===== config.mk =====
export PLATFORM = sky130hd
export DESIGN_NAME = fetch_unit
export DESIGN_NICKNAME = d
export VERILOG_FILES = /design/src/source/tinker_pkg.sv /design/src/source/fetch_unit.sv
export SDC_FILE = /design/constraint.sdc
export NUM_CORES = 1
export LEC_CHECK = 0
export BUFFER_PORTS_ARGS = -buffer_cell sky130_fd_sc_hd__clkbuf_2
export CORE_AREA = 2 2 212 214
export DETAILED_ROUTE_END_ITERATION = 7
export DIE_AREA = 0 0 214 216
export GPL_ROUTABILITY_DRIVEN = 0
export PLACE_DENSITY = 0.49
export REMOVE_ABC_BUFFERS = 1
export SETUP_SLACK_MARGIN = 0.15
export SYNTH_ARGS = -nofsm -noshare
export SYNTH_HDL_FRONTEND = slang
export SYNTH_SLANG_ARGS = --single-unit

===== constraint.sdc =====
create_clock -name clk -period 20.4 [get_ports clk]
set_clock_uncertainty 0.2 [all_clocks]
set_input_delay 1.02 -clock clk [delete_from_list [all_inputs] [get_ports clk]]
set_output_delay 1.02 -clock clk [all_outputs]
set_load 0.05 [all_outputs]

===== src/source/tinker_pkg.sv =====
`default_nettype none

package tinker_pkg;

    localparam int xlen           = 64;
    localparam int ilen           = 32;
    localparam int op_width       = 5;
    localparam int reg_addr_width = 5;
    localparam int lit_width      = 12;
    localparam int mem_bytes      = 65536;
    localparam int mem_addr_width = 16;

    localparam logic [xlen-1:0] reset_pc = 64'h2000;
    localparam logic [xlen-1:0] reset_sp = xlen'(mem_bytes); // stack starts past the top

    typedef logic [mem_addr_width-1:0] mem_addr_t;

    typedef enum logic [op_width-1:0] {
        op_and    = 5'h00,
        op_or     = 5'h01,
        op_xor    = 5'h02,
        op_not    = 5'h03,
        op_shftr  = 5'h04,
        op_shftri = 5'h05,
        op_shftl  = 5'h06,
        op_shftli = 5'h07,
        op_br     = 5'h0a, // pc + L
        op_brnz   = 5'h0b,
        op_brgt   = 5'h0e,
        op_halt   = 5'h0f,
        op_load   = 5'h10,
        op_mov    = 5'h11,
        op_movl   = 5'h12, // low 12 bits of rd from L
        op_store  = 5'h13,
        op_add    = 5'h18,
        op_addi   = 5'h19,
        op_sub    = 5'h1a,
        op_subi   = 5'h1b,
        op_mul    = 5'h1c
    } op_t;

    // the all-zero word, bubbles are told apart by valid
    localparam op_t nop = op_and;

    typedef struct packed {
        logic [xlen-1:0]           pc;
        op_t                       op;
        logic [reg_addr_width-1:0] rd;
        logic [reg_addr_width-1:0] rs;
        logic [reg_addr_width-1:0] rt;
        logic [lit_width-1:0]      lit;
        logic                      lit_sel;  // second operand is L
        logic [xlen-1:0]           rs_val;
        logic [xlen-1:0]           rt_val;
        logic [xlen-1:0]           rd_val;
        logic                      valid;
    } decoded_t;

    typedef struct packed {
        logic                      valid;
        op_t                       op;
        logic [reg_addr_width-1:0] rd;
        logic [xlen-1:0]           result;
        logic                      reg_write;
        logic                      mem_write;
        mem_addr_t                 addr;
        logic [xlen-1:0]           wdata;
        logic                      redirect;
        logic [xlen-1:0]           target;
    } ex_mem_t;

    typedef struct packed {
        logic                      valid;
        logic [reg_addr_width-1:0] rd;
        logic                      reg_write;
        logic [xlen-1:0]           value;
    } mem_wb_t;

    typedef struct packed {
        logic                      write;
        logic [reg_addr_width-1:0] rd;
        logic [xlen-1:0]           value;
    } fwd_t;

    typedef struct packed {
        logic        psel;
        logic        penable;
        logic        pwrite;
        logic [15:0] paddr;
        logic [31:0] pwdata;
    } apb_req_t;

    typedef struct packed {
        logic [31:0] prdata;
        logic        pready;
        logic        pslverr;
    } apb_rsp_t;

endpackage

`default_nettype wire

===== src/source/fetch_unit.sv =====
`timescale 1ns/1ps
`default_nettype none

module fetch_unit (
    input  logic                                  clk,
    input  logic                                  reset,
    input  logic                                  run,
    input  logic [tinker_pkg::ilen-1:0]           instr,
    output logic [tinker_pkg::xlen-1:0]           pc,
    input  logic                                  redirect,
    input  logic [tinker_pkg::xlen-1:0]           target,
    input  tinker_pkg::fwd_t                      load_hazard_rd,
    output logic                                  stall,
    output tinker_pkg::decoded_t                  dec,
    output logic [tinker_pkg::reg_addr_width-1:0] rs_addr,
    output logic [tinker_pkg::reg_addr_width-1:0] rt_addr,
    output logic [tinker_pkg::reg_addr_width-1:0] rd_addr
);

    logic [tinker_pkg::ilen-1:0] ir;
    logic [tinker_pkg::xlen-1:0] ir_pc;
    logic                        ir_valid;
    logic                        stopped;   // halt decoded, fetch parked
    logic                        lit_sel;
    logic                        hazard;
    logic                        halt_dec;
    logic                        take;
    tinker_pkg::op_t             op;

    assign op      = tinker_pkg::op_t'(ir[31:27]);
    assign rd_addr = ir[26:22];
    assign rs_addr = ir[21:17];
    assign rt_addr = ir[16:12];

    always_comb begin
        case (op)
            tinker_pkg::op_addi, tinker_pkg::op_subi, tinker_pkg::op_shftri,
            tinker_pkg::op_shftli, tinker_pkg::op_movl, tinker_pkg::op_br,
            tinker_pkg::op_load, tinker_pkg::op_store: lit_sel = 1'b1;
            default: lit_sel = 1'b0;
        endcase
    end

    // conservative, any named register may be the load target
    assign hazard = ir_valid && load_hazard_rd.write &&
                    (load_hazard_rd.rd == rs_addr || load_hazard_rd.rd == rd_addr ||
                     (!lit_sel && load_hazard_rd.rd == rt_addr));
    assign stall    = hazard && !redirect;
    assign halt_dec = ir_valid && op == tinker_pkg::op_halt;
    assign take     = run && !stopped && !halt_dec && !stall && !redirect;

    always_ff @(posedge clk or posedge reset) begin
        if (reset) begin
            pc       <= tinker_pkg::reset_pc;
            ir_valid <= 1'b0;
            stopped  <= 1'b0;
        end else if (redirect) begin
            pc       <= target;
            ir_valid <= 1'b0;   // flush decode
            stopped  <= 1'b0;
        end else if (!stall) begin
            if (take)
                pc <= pc + 64'd4;
            ir_valid <= take;
            if (halt_dec)
                stopped <= 1'b1;
        end
    end

    always_ff @(posedge clk) begin
        if (take) begin
            ir    <= instr;
            ir_pc <= pc;
        end
    end

    always_comb begin
        dec         = '0;   // register values are filled in by the core
        dec.pc      = ir_pc;
        dec.op      = ir_valid ? op : tinker_pkg::nop;
        dec.rd      = rd_addr;
        dec.rs      = rs_addr;
        dec.rt      = rt_addr;
        dec.lit     = ir[11:0];
        dec.lit_sel = lit_sel;
        dec.valid   = ir_valid;
    end

    redirect_wins: assert property (@(posedge clk) disable iff (reset)
        redirect |=> pc == $past(target));

endmodule

`default_nettype wire


==> impl.org, run 1 <==
** Run status
- The flow ran to the end, and the final reports show no timing, DRC or antenna violations.

** Timing
- For the final routed database, the setup TNS stands at 0 ns.
- Static timing analysis puts the maximum clock frequency at 193 MHz.
- Actual transition at the worst max-transition pin :: roughly 1.1 ns
- Unrepaired setup endpoints after global routing :: false
- The worst pin sits at a relative slew slack of 0.280.
- Setup-violating endpoint count in the final report :: 0
- Of the available clock period, the critical path in the final layout requires 0.254.
- The number of slew-limit violations in the final report is 0.
- Min Tclk post-route :: 5.18 ns
- Final setup slack of the worst path :: 15.22 ns
- The final hold violation count came to 0.

** Critical path
- WP data required :: 20.27 ns
- The startpoint identified for the worst register-to-register timing path is ir_valid.
- The critical path is of the in -> reg type.
- Arrival time of the worst setup path :: about 5.1 ns
- Endpoint of the worst register-to-register path :: ir_pc[46]
- In this run the worst path has a maximum fanout of 63.
- In this run the register-to-register setup slack is 15.96 ns.
- The worst setup path is launched from an input port.
- Measured in cells, the most critical reg-to-reg path has a length of 7.
- Worst Setup End Kind :: flop

** Final layout
- Final-stage net count :: ~1300
- Ratio of cells with drive above 1 in the final layout :: 0.307
- Filler cell count in the final layout :: 4695
- From synthesis to final layout, the design area changed by 18.1%.
- Util after Layout :: 0.245

** Placement
- Number of I/O port buffers :: 283
- The wire-length estimate of the detail-placed layout is 20.8 mm.
- Post-placement setup slack :: 14.67 ns

** Synthesis
- Top_reg_cell synth :: sky130_fd_sc_hd__edfxtp_1
- The commonest cells after synthesis are sky130_fd_sc_hd__buf_4, sky130_fd_sc_hd__edfxtp_1, sky130_fd_sc_hd__dfrtp_1, sky130_fd_sc_hd__nor2_1, sky130_fd_sc_hd__nand2_1.
- Total standard cell area after synthesis :: 9090 um2
- Cell type with the largest total area after synthesis :: sky130_fd_sc_hd__edfxtp_1
- During synthesis, Yosys emitted a total of 0 warnings.
- In this run, distinct cell masters in the synthesized netlist total around 50.
- Post-synthesis register bit count :: 163
- Synthesis handed over a netlist of 871 instances.
- Count leader, synth :: sky130_fd_sc_hd__buf_4
- For this run, the register share of the synthesized area comes to 0.501.
- Ranked by total cell area, the synthesized netlist is headed by sky130_fd_sc_hd__edfxtp_1, sky130_fd_sc_hd__buf_4, sky130_fd_sc_hd__dfrtp_1.
- Async SR Flop Fraction :: 0.405
- Mean area per synthesized cell :: 10.4 um2
- Number of enable-type register cells in the synthesized netlist :: 96
- The share of synthesized area in the top cell type comes to 0.317.

** Clock network
- CTS built an H-tree with a depth of 4.
- After clock tree synthesis, the clock-pin slew on the worst setup and hold paths is 0.07 ns.
- After clock tree synthesis, the setup repair step added 0 buffers.
- Post-cts hold buffer count :: 0
- Counting along the longest clock path gives a buffer depth of 2.
- Clock tree from TritonCTS :: done
- Clock root buffer :: sky130_fd_sc_hd__clkbuf_16
- In this run, post-CTS repair resized a total of 0 instances.
- Insertion delay of the later-clocked pin in the worst-skew pair :: ~0.45 ns
- Number of CTS-inserted buffers :: 17
- Clock net sink count :: about 160

** Min path
- The worst hold path was traced through 0 stages.
- In this run the most critical hold path is launched from pc[0].
- The worst hold path terminates at ir_pc[0].
- The worst hold path belongs to the class reg -> reg.

** Drt
- Wire length reported by the detailed router :: ~28 mm
- Detail Route Antenna Nets :: 0
- Routed wire per std cell :: 16.2 um
- Iteration count of the initial detailed-routing pass :: 4
- For this run, design rule violations remaining after detail routing come to 0.
- Violation count after the first detailed-route iteration :: 293
- Post-detailed-route via-to-cell ratio :: 3.98
- Detailed routing inserted a total of 6805 vias.

** Floorplan
- The floorplan step set the die width to between 200 and 250 um.
- Starting density of the core :: 0.207
- Floorplan die height :: roughly 220 um
- Pin placement for this block handled 540 I/O pins.
- Floorplan die area :: 46200 um2
- The region available for standard cell placement spans between 40000 and 50000 um2.
- Number of rows created at floorplan :: 77

** Global routing
- For this run, the total global-route usage over all layers was measured as 0.115.
- The number of global-route vias before repair was around 6100.
- Maximum number of pins on one net before global-route repair :: about 80
- Global-route wire length before repair :: 39.4 mm
- Initial antenna violation count :: 1
- For this run the aggregate overflow at the end of global routing stands at 0.

** Pwr
- Worst IR drop on VDD :: roughly 54 uV
- Switching power total :: about 0.39 mW
- The share of total power dissipated in the clock network is 0.342.
- For this design the static power due to leakage is 4.56 nW.
- Power per unit of standard cell area :: 90.9 nW/um2
- Cell-internal power :: 0.589 mW
- Of the total power, combinational logic draws 0.246.
- Sw Ratio :: 0.396
- Relative contribution of sequential cells to total power :: 0.412

** Flow run
- Max-cap violations in this run came to 0.
## area by class of cell
cell class	instances	area (um2)	share of cell area
repair buffers	292	1480	0.138
flip-flops and latches	163	4560	0.425
multi-input cells	616	3300	0.308
inverters	13	50.0	0.00466
clock inverters	15	169	0.0157
diodes	1	2.50	0.000233
clock buffers	17	425	0.0396
well taps	592	741	0.0690
## per-layer routing
metal  share of wire  track usage  up-vias
li1                -            -     3185
met1            0.41        0.140     3303
met2            0.52        0.197      298
met3           0.061       0.0264       19
met4           0.014       0.0401        0
met5               0            0        -
## placed cells by master (no fill, tap or decap), types with 3 or more instances in the layout
cell type and n:
sky130_fd_sc_hd__inv_1 10, sky130_fd_sc_hd__xor2_1 17, sky130_fd_sc_hd__o31ai_1 27, sky130_fd_sc_hd__nand2_1 45, sky130_fd_sc_hd__nand4_1 17, sky130_fd_sc_hd__conb_1 192
sky130_fd_sc_hd__or4_1 28, sky130_fd_sc_hd__nor4_1 20, sky130_fd_sc_hd__inv_6 3, sky130_fd_sc_hd__nand3_1 32, sky130_fd_sc_hd__and4_1 9, sky130_fd_sc_hd__nor2b_1 3
sky130_fd_sc_hd__mux2i_1 3, sky130_fd_sc_hd__or3_1 16, sky130_fd_sc_hd__and3_1 14, sky130_fd_sc_hd__inv_8 6, sky130_fd_sc_hd__clkbuf_16 17, sky130_fd_sc_hd__o21ai_0 30
sky130_fd_sc_hd__or2_2 4, sky130_fd_sc_hd__and2_1 10, sky130_fd_sc_hd__a31oi_1 40, sky130_fd_sc_hd__nor2_1 55, sky130_fd_sc_hd__mux2_2 4, sky130_fd_sc_hd__buf_4 9
sky130_fd_sc_hd__clkbuf_2 283, sky130_fd_sc_hd__edfxtp_1 96, sky130_fd_sc_hd__dfrtp_1 65, sky130_fd_sc_hd__xnor2_1 15, sky130_fd_sc_hd__a21oi_1 4, sky130_fd_sc_hd__nor3_1 6
## worst max-delay path, stage by stage
cell                       delay [ns]
sky130_fd_sc_hd__clkbuf_2        0.25
sky130_fd_sc_hd__buf_4           0.44
sky130_fd_sc_hd__nand3b_1        0.19
sky130_fd_sc_hd__nor2_1          0.07
sky130_fd_sc_hd__and3_1          0.16
sky130_fd_sc_hd__buf_4           0.22
sky130_fd_sc_hd__or4_1           0.86
sky130_fd_sc_hd__nor2_4          0.91
sky130_fd_sc_hd__buf_4           0.78
## stage by stage
| stage | power [mW] | area (um2) | hold WS (ns) | instances |
|---|---|---|---|---|
| final | 0.976 | 10700 | 0.289 | 1709 |
| after global routing | 1.01 | 10700 | 0.309 | 1709 |
| after CTS | 0.988 | 10700 | 0.293 | 1708 |
| after detailed placement | 0.650 | 10100 | 0.277 | 1676 |
| after global placement | 0.648 | 10100 | 0.261 | 1676 |
| after floorplan | 0.593 | 7900 | 0.285 | 792 |
## worst max path at each step
stage	from	end	slack (ns)	depth (start not counted)
2_1_floorplan	redirect	lit_sel	12.52	6
3_3_place_gp	redirect	ir[26]	14.70	9
3_5_place_dp	redirect	ir[12]	14.67	9
4_1_cts	redirect	ir_pc[54]	15.12	9
5_1_grt	redirect	ir_pc[54]	14.83	9
6_report	redirect	ir_pc[46]	15.22	9
## power by group through the flow
stage	Sequential [mW]	Combinational, mW	Clock (mW)
detailed placement	0.409	0.241	0
floorplan	0.481	0.112	0
global placement	0.409	0.240	0
CTS	0.402	0.241	0.344
global route	0.406	0.252	0.357
finish	0.402	0.240	0.334
## cell families after synthesis
kind of cell / Yosys count / synth area share
DFF: 163 / 0.501
buffers and inverters: 283 / 0.215
AOI/OAI and AO/OA: 116 / 0.0820
muxes: 7 / 0.00826
other: 1 / 0.000413
xor gates and xnor gates: 32 / 0.0308
adders and majority gates: 1 / 0.00138
and+or+nand+nor: 268 / 0.160
## state kept, by name, indices dropped and copies added, names as in the netlist
| register | count |
|---|---|
| pc | 64 |
| ir_pc | 64 |
| stopped | 1 |
| ir | 32 |
| ir_valid | 1 |
| lit_sel | 1 |
Power figures use the tool's default switching activity.
==> inputs of run 2 (changes only) <==
ABC_AREA = 1   (was default)
CORE_AREA = 2 2 209 211   (was 2 2 212 214)
DIE_AREA = 0 0 211 213   (was 0 0 214 216)
PLACE_DENSITY = 0.54   (was 0.49)
clock period = 4.3 ns   (was 20.4 ns; I/O delays follow)
==> impl.org, run 2 <==
** Critical path
- The worst setup path is launched from a flop.
- Cell Chain, Critical Path :: inv_1 > nand2_1 > nand2_1 > nor2_1 > nand3_1 > nand3_1 > nand2_2 > nand3_2 > buf_4 > inv_4 > buf_12
- Instance count on the critical path :: 11 (+2)
- On the critical path the largest part of the delay comes from buffers and inverters.
- Cell with the largest stage delay on the worst path :: sky130_fd_sc_hd__inv_4
- CP bufs+invs :: 4 (unchanged)
- Worst Setup Path Type :: reg -> reg
- The worst stage delay on the critical path came to 0.57 ns (-0.34 ns).
- The maximum fanout along the worst path came to 64 (+1.6%).
- Worst Setup End Kind :: flop
- The depth of the worst register-to-register path is 11 (+4).
- WP data required :: 4.20 ns (-16.07 ns)
- The arrival time at the worst endpoint was 3.01 ns (-2.04 ns).

** Timing
- Share of the clock period used by the worst path after layout :: 0.723
- The aggregate negative setup slack is 0 ns (unchanged).
- The transition time of the tightest slew-check pin came to 1.02 ns (-0.0556 ns).
- Setup repair after global routing left no endpoint under its margin.
- The final hold violation count was 0 (unchanged).
- Final Max Slew Viols :: 0 (unchanged)
- The worst hold slack is 0.164 ns (-0.125 ns).
- The headroom to the max-slew limit is 0.319 (+0.0388).
- The final count of negative-setup-slack endpoints is 0 (unchanged).
- For this run, the top clock speed supported by timing is 322 MHz.
- Min Tclk post-route :: 3.11 ns

** Floorplan
- The row count came to 76 (-1.3%).
- Starting density of the core :: 0.233 (+0.0252)
- Floorplan die area :: 44900 um2 (-2.8%)
- The die extent in x came to 211 um (-1.4%).
- Num ports :: 540 (unchanged)
- Floorplan Core Area :: 42700 um2 (-2.6%)
- The floorplan die height came to 213 um (-1.4%).

** Final layout
- The area taken by flip-flops and latches came to 4560 um2 (unchanged).
- Filler cell count in the final layout :: 4561 (-2.9%)
- Ratio of cells with drive above 1 in the final layout :: 0.242 (-0.0650)
- In the layout the commonest cells are sky130_fd_sc_hd__clkbuf_2, sky130_fd_sc_hd__nand2_1, sky130_fd_sc_hd__conb_1.
- The area used by multi-input combinational logic was 3900 um2 (+18%).
- The number of nets at the end of the flow is 1631 (+28%).
- Largest regs :: ir_pc x64, pc x64, ir x32
- Signed area change from the synthesized netlist to the final layout :: 26.0%
- Most frequent standard cell in the layout excluding fill and tap cells :: sky130_fd_sc_hd__clkbuf_2

** Drt
- The number of DRC violations after detailed routing is 0 (unchanged).
- The residual antenna-violating net count after detailed routing came to 0 (unchanged).
- Iteration count of the initial detailed-routing pass :: 5 (+1)
- Wire length reported by the detailed router :: 33.7 mm (+21%)
- Routed wire per std cell :: 16.7 um (+2.8%)
- Number of vias after detailed routing :: 8315 (+22%)
- Post-detailed-route via-to-cell ratio :: 4.12 (+3.4%)
- Violation count after the first detailed-route iteration :: 545 (+86%)

** Synthesis
- Yosys attributes the largest share of cell area to sky130_fd_sc_hd__edfxtp_1, sky130_fd_sc_hd__buf_4, sky130_fd_sc_hd__dfrtp_1.
- For this run, the leading register cell type out of synthesis is sky130_fd_sc_hd__edfxtp_1.
- Commonest cells in the synthesized netlist :: sky130_fd_sc_hd__buf_4, sky130_fd_sc_hd__nand2_1, sky130_fd_sc_hd__edfxtp_1, sky130_fd_sc_hd__nor2_1, sky130_fd_sc_hd__inv_1
- Post-synthesis register bit count :: 163 (unchanged)
- The synthesized area was 9930 um2 (+9.3%).
- The mean post-synth cell area came to 8.85 um2 (-15%).
- Number of enable-type register cells in the synthesized netlist :: 96 (unchanged)
- The share of flip-flops with an asynchronous set or reset after synthesis was 0.405 (unchanged).
- Number of warnings printed during yosys synthesis :: 0 (unchanged)
- Cell type with the largest total area after synthesis :: sky130_fd_sc_hd__edfxtp_1
- Area share of the largest cell type after synthesis :: 0.290 (-0.0269)
- The count of mapped cells out of synthesis came to 1122 (+29%).
- The fraction of the yosys area taken by sequential cells is 0.459 (-0.0424).
- The number of distinct library cell variants in the gate-level netlist after synthesis was 48 (-2.0%).

** Pwr
- Switching power total :: 2.14 mW (+450%)
- The net switching fraction of the power was 0.421 (+0.0252).
- Static leakage :: 5.80 nW (+27%)
- The internal power component is 2.94 mW (+400%).
- The maximum resistive drop on vdd is 200 uV (+270%).
- The register share of total power came to 0.394 (-0.018).
- The clock network fraction of design power came to 0.316 (-0.026).
- The areal power density over the cells was 406 nW/um2 (+350%).
- The combinational share of power came to 0.290 (+0.044).

** Clock network
- The TritonCTS sink count is 163 (unchanged).
- The register clock-pin slew on the reported worst setup and hold paths was 0.07 ns (about the same).
- The number of buffers inserted to repair setup after CTS was 0 (unchanged).
- Clock tree from TritonCTS :: done
- The number of clock buffers inserted by TritonCTS came to 17 (unchanged).
- The number of levels the H-tree was split into is 4 (unchanged).
- Deepest clock path buffer count :: 2 (unchanged)
- The cell sitting at the root of the clock tree is a sky130_fd_sc_hd__clkbuf_16.
- Insertion delay of the later-clocked pin in the worst-skew pair :: 0.45 ns (about the same)

** Global routing
- The wire length of the first global-routing pass is 47.7 mm (+21%).
- Remaining global-route overflow :: 0 (unchanged)
- The initial antenna violation count was 1 (unchanged).
- Vias in the first global route :: 7947 (+31%)
- The global-route usage over all layers was 0.144 (+0.0296).
- The pin count of the biggest net entering global routing came to 65 (-18%).

** Min path
- Min-Delay Path Depth :: 4 (+4)
- In this run the worst hold path is classified as in -> reg.

** Placement
- Final HPWL from detailed placement :: 26.1 mm (+26%)
- The quantity of I/O buffers inserted on ports came to 283 (unchanged).

** Flow run
- The max capacitance violation total was 0 (unchanged).

** Run status
- Run status :: completed
run 2: power by group through the flow:
stage	registers, mW	logic, mW	clock network, mW
global route	2.02	1.56	1.70
detailed placement	2.04	1.40	0
floorplan	2.41	0.648	0
CTS	2.01	1.48	1.65
global placement	2.04	1.39	0
finish	2.00	1.47	1.61
run 2: final timing paths:
check / from / end / slack [ns]
max: ir[19] / ir_pc[14] / 1.19
min: load_hazard_rd[69] / ir_valid / 0.16
max reg2reg: ir[19] / ir_pc[14] / 1.19
min reg2reg: pc[0] / ir_pc[0] / 0.28
max in group asynchronous: reset / pc[20] / 2.57
min in group asynchronous: reset / pc[15] / 0.34
run 2: layout make-up:
class | instances | share of cell area
sequential | 163 | 0.364
multi-input combinational | 809 | 0.311
timing repair buffer | 388 | 0.197
tap | 546 | 0.0546
clock buffer | 17 | 0.0340
inverter | 81 | 0.0246
clock inverter | 15 | 0.0144
antenna | 1 | 0.000200
run 2: kinds of logic (layout without fill, tap and decap cells):
family / count (synthesis) / after routing / share of synthesized area
simple gates: 474 / 474 / 0.216
buf+inv: 341 / 501 / 0.221
flops: 163 / 163 / 0.459
compound gates: 87 / 87 / 0.0541
xor+xnor: 55 / 55 / 0.0485
fa+ha+maj: 1 / 1 / 0.00126
other cells: 1 / 193 / 0.000378
run 2: metrics by stage:
step	cell area, um2	utilization	cells	setup slack, ns	total power [mW]
global route	12500	0.293	2020	0.962	5.29
detailed placement	10900	0.256	1889	1.16	3.44
CTS	12500	0.293	2019	1.14	5.13
finish	12500	0.293	2020	1.19	5.08
floorplan	8760	-	1053	0.536	3.06
global placement	10900	0.256	1889	1.23	3.43
run 2: metal layers:
layer	up-vias	track usage	part of all wire	wire [um]
li1	3940	-	-	-
met1	3917	0.165	0.39	13200
met2	405	0.257	0.51	17000
met3	53	0.0332	0.069	2310
met4	0	0.0631	0.035	1170
met5	-	0	0	0
run 2: timing repair:
action | 4_1_cts | 5_1_grt
endpoints found under the hold margin | 134 | 0
hold buffers | 98 | 0
gates resized for setup | 0 | 0
run 2: worst min-delay path, delay by kind of cell:
kind	cells	cell delay [ns]
and+or+nand+nor	3	0.48
buffers and inverters	1	0.07
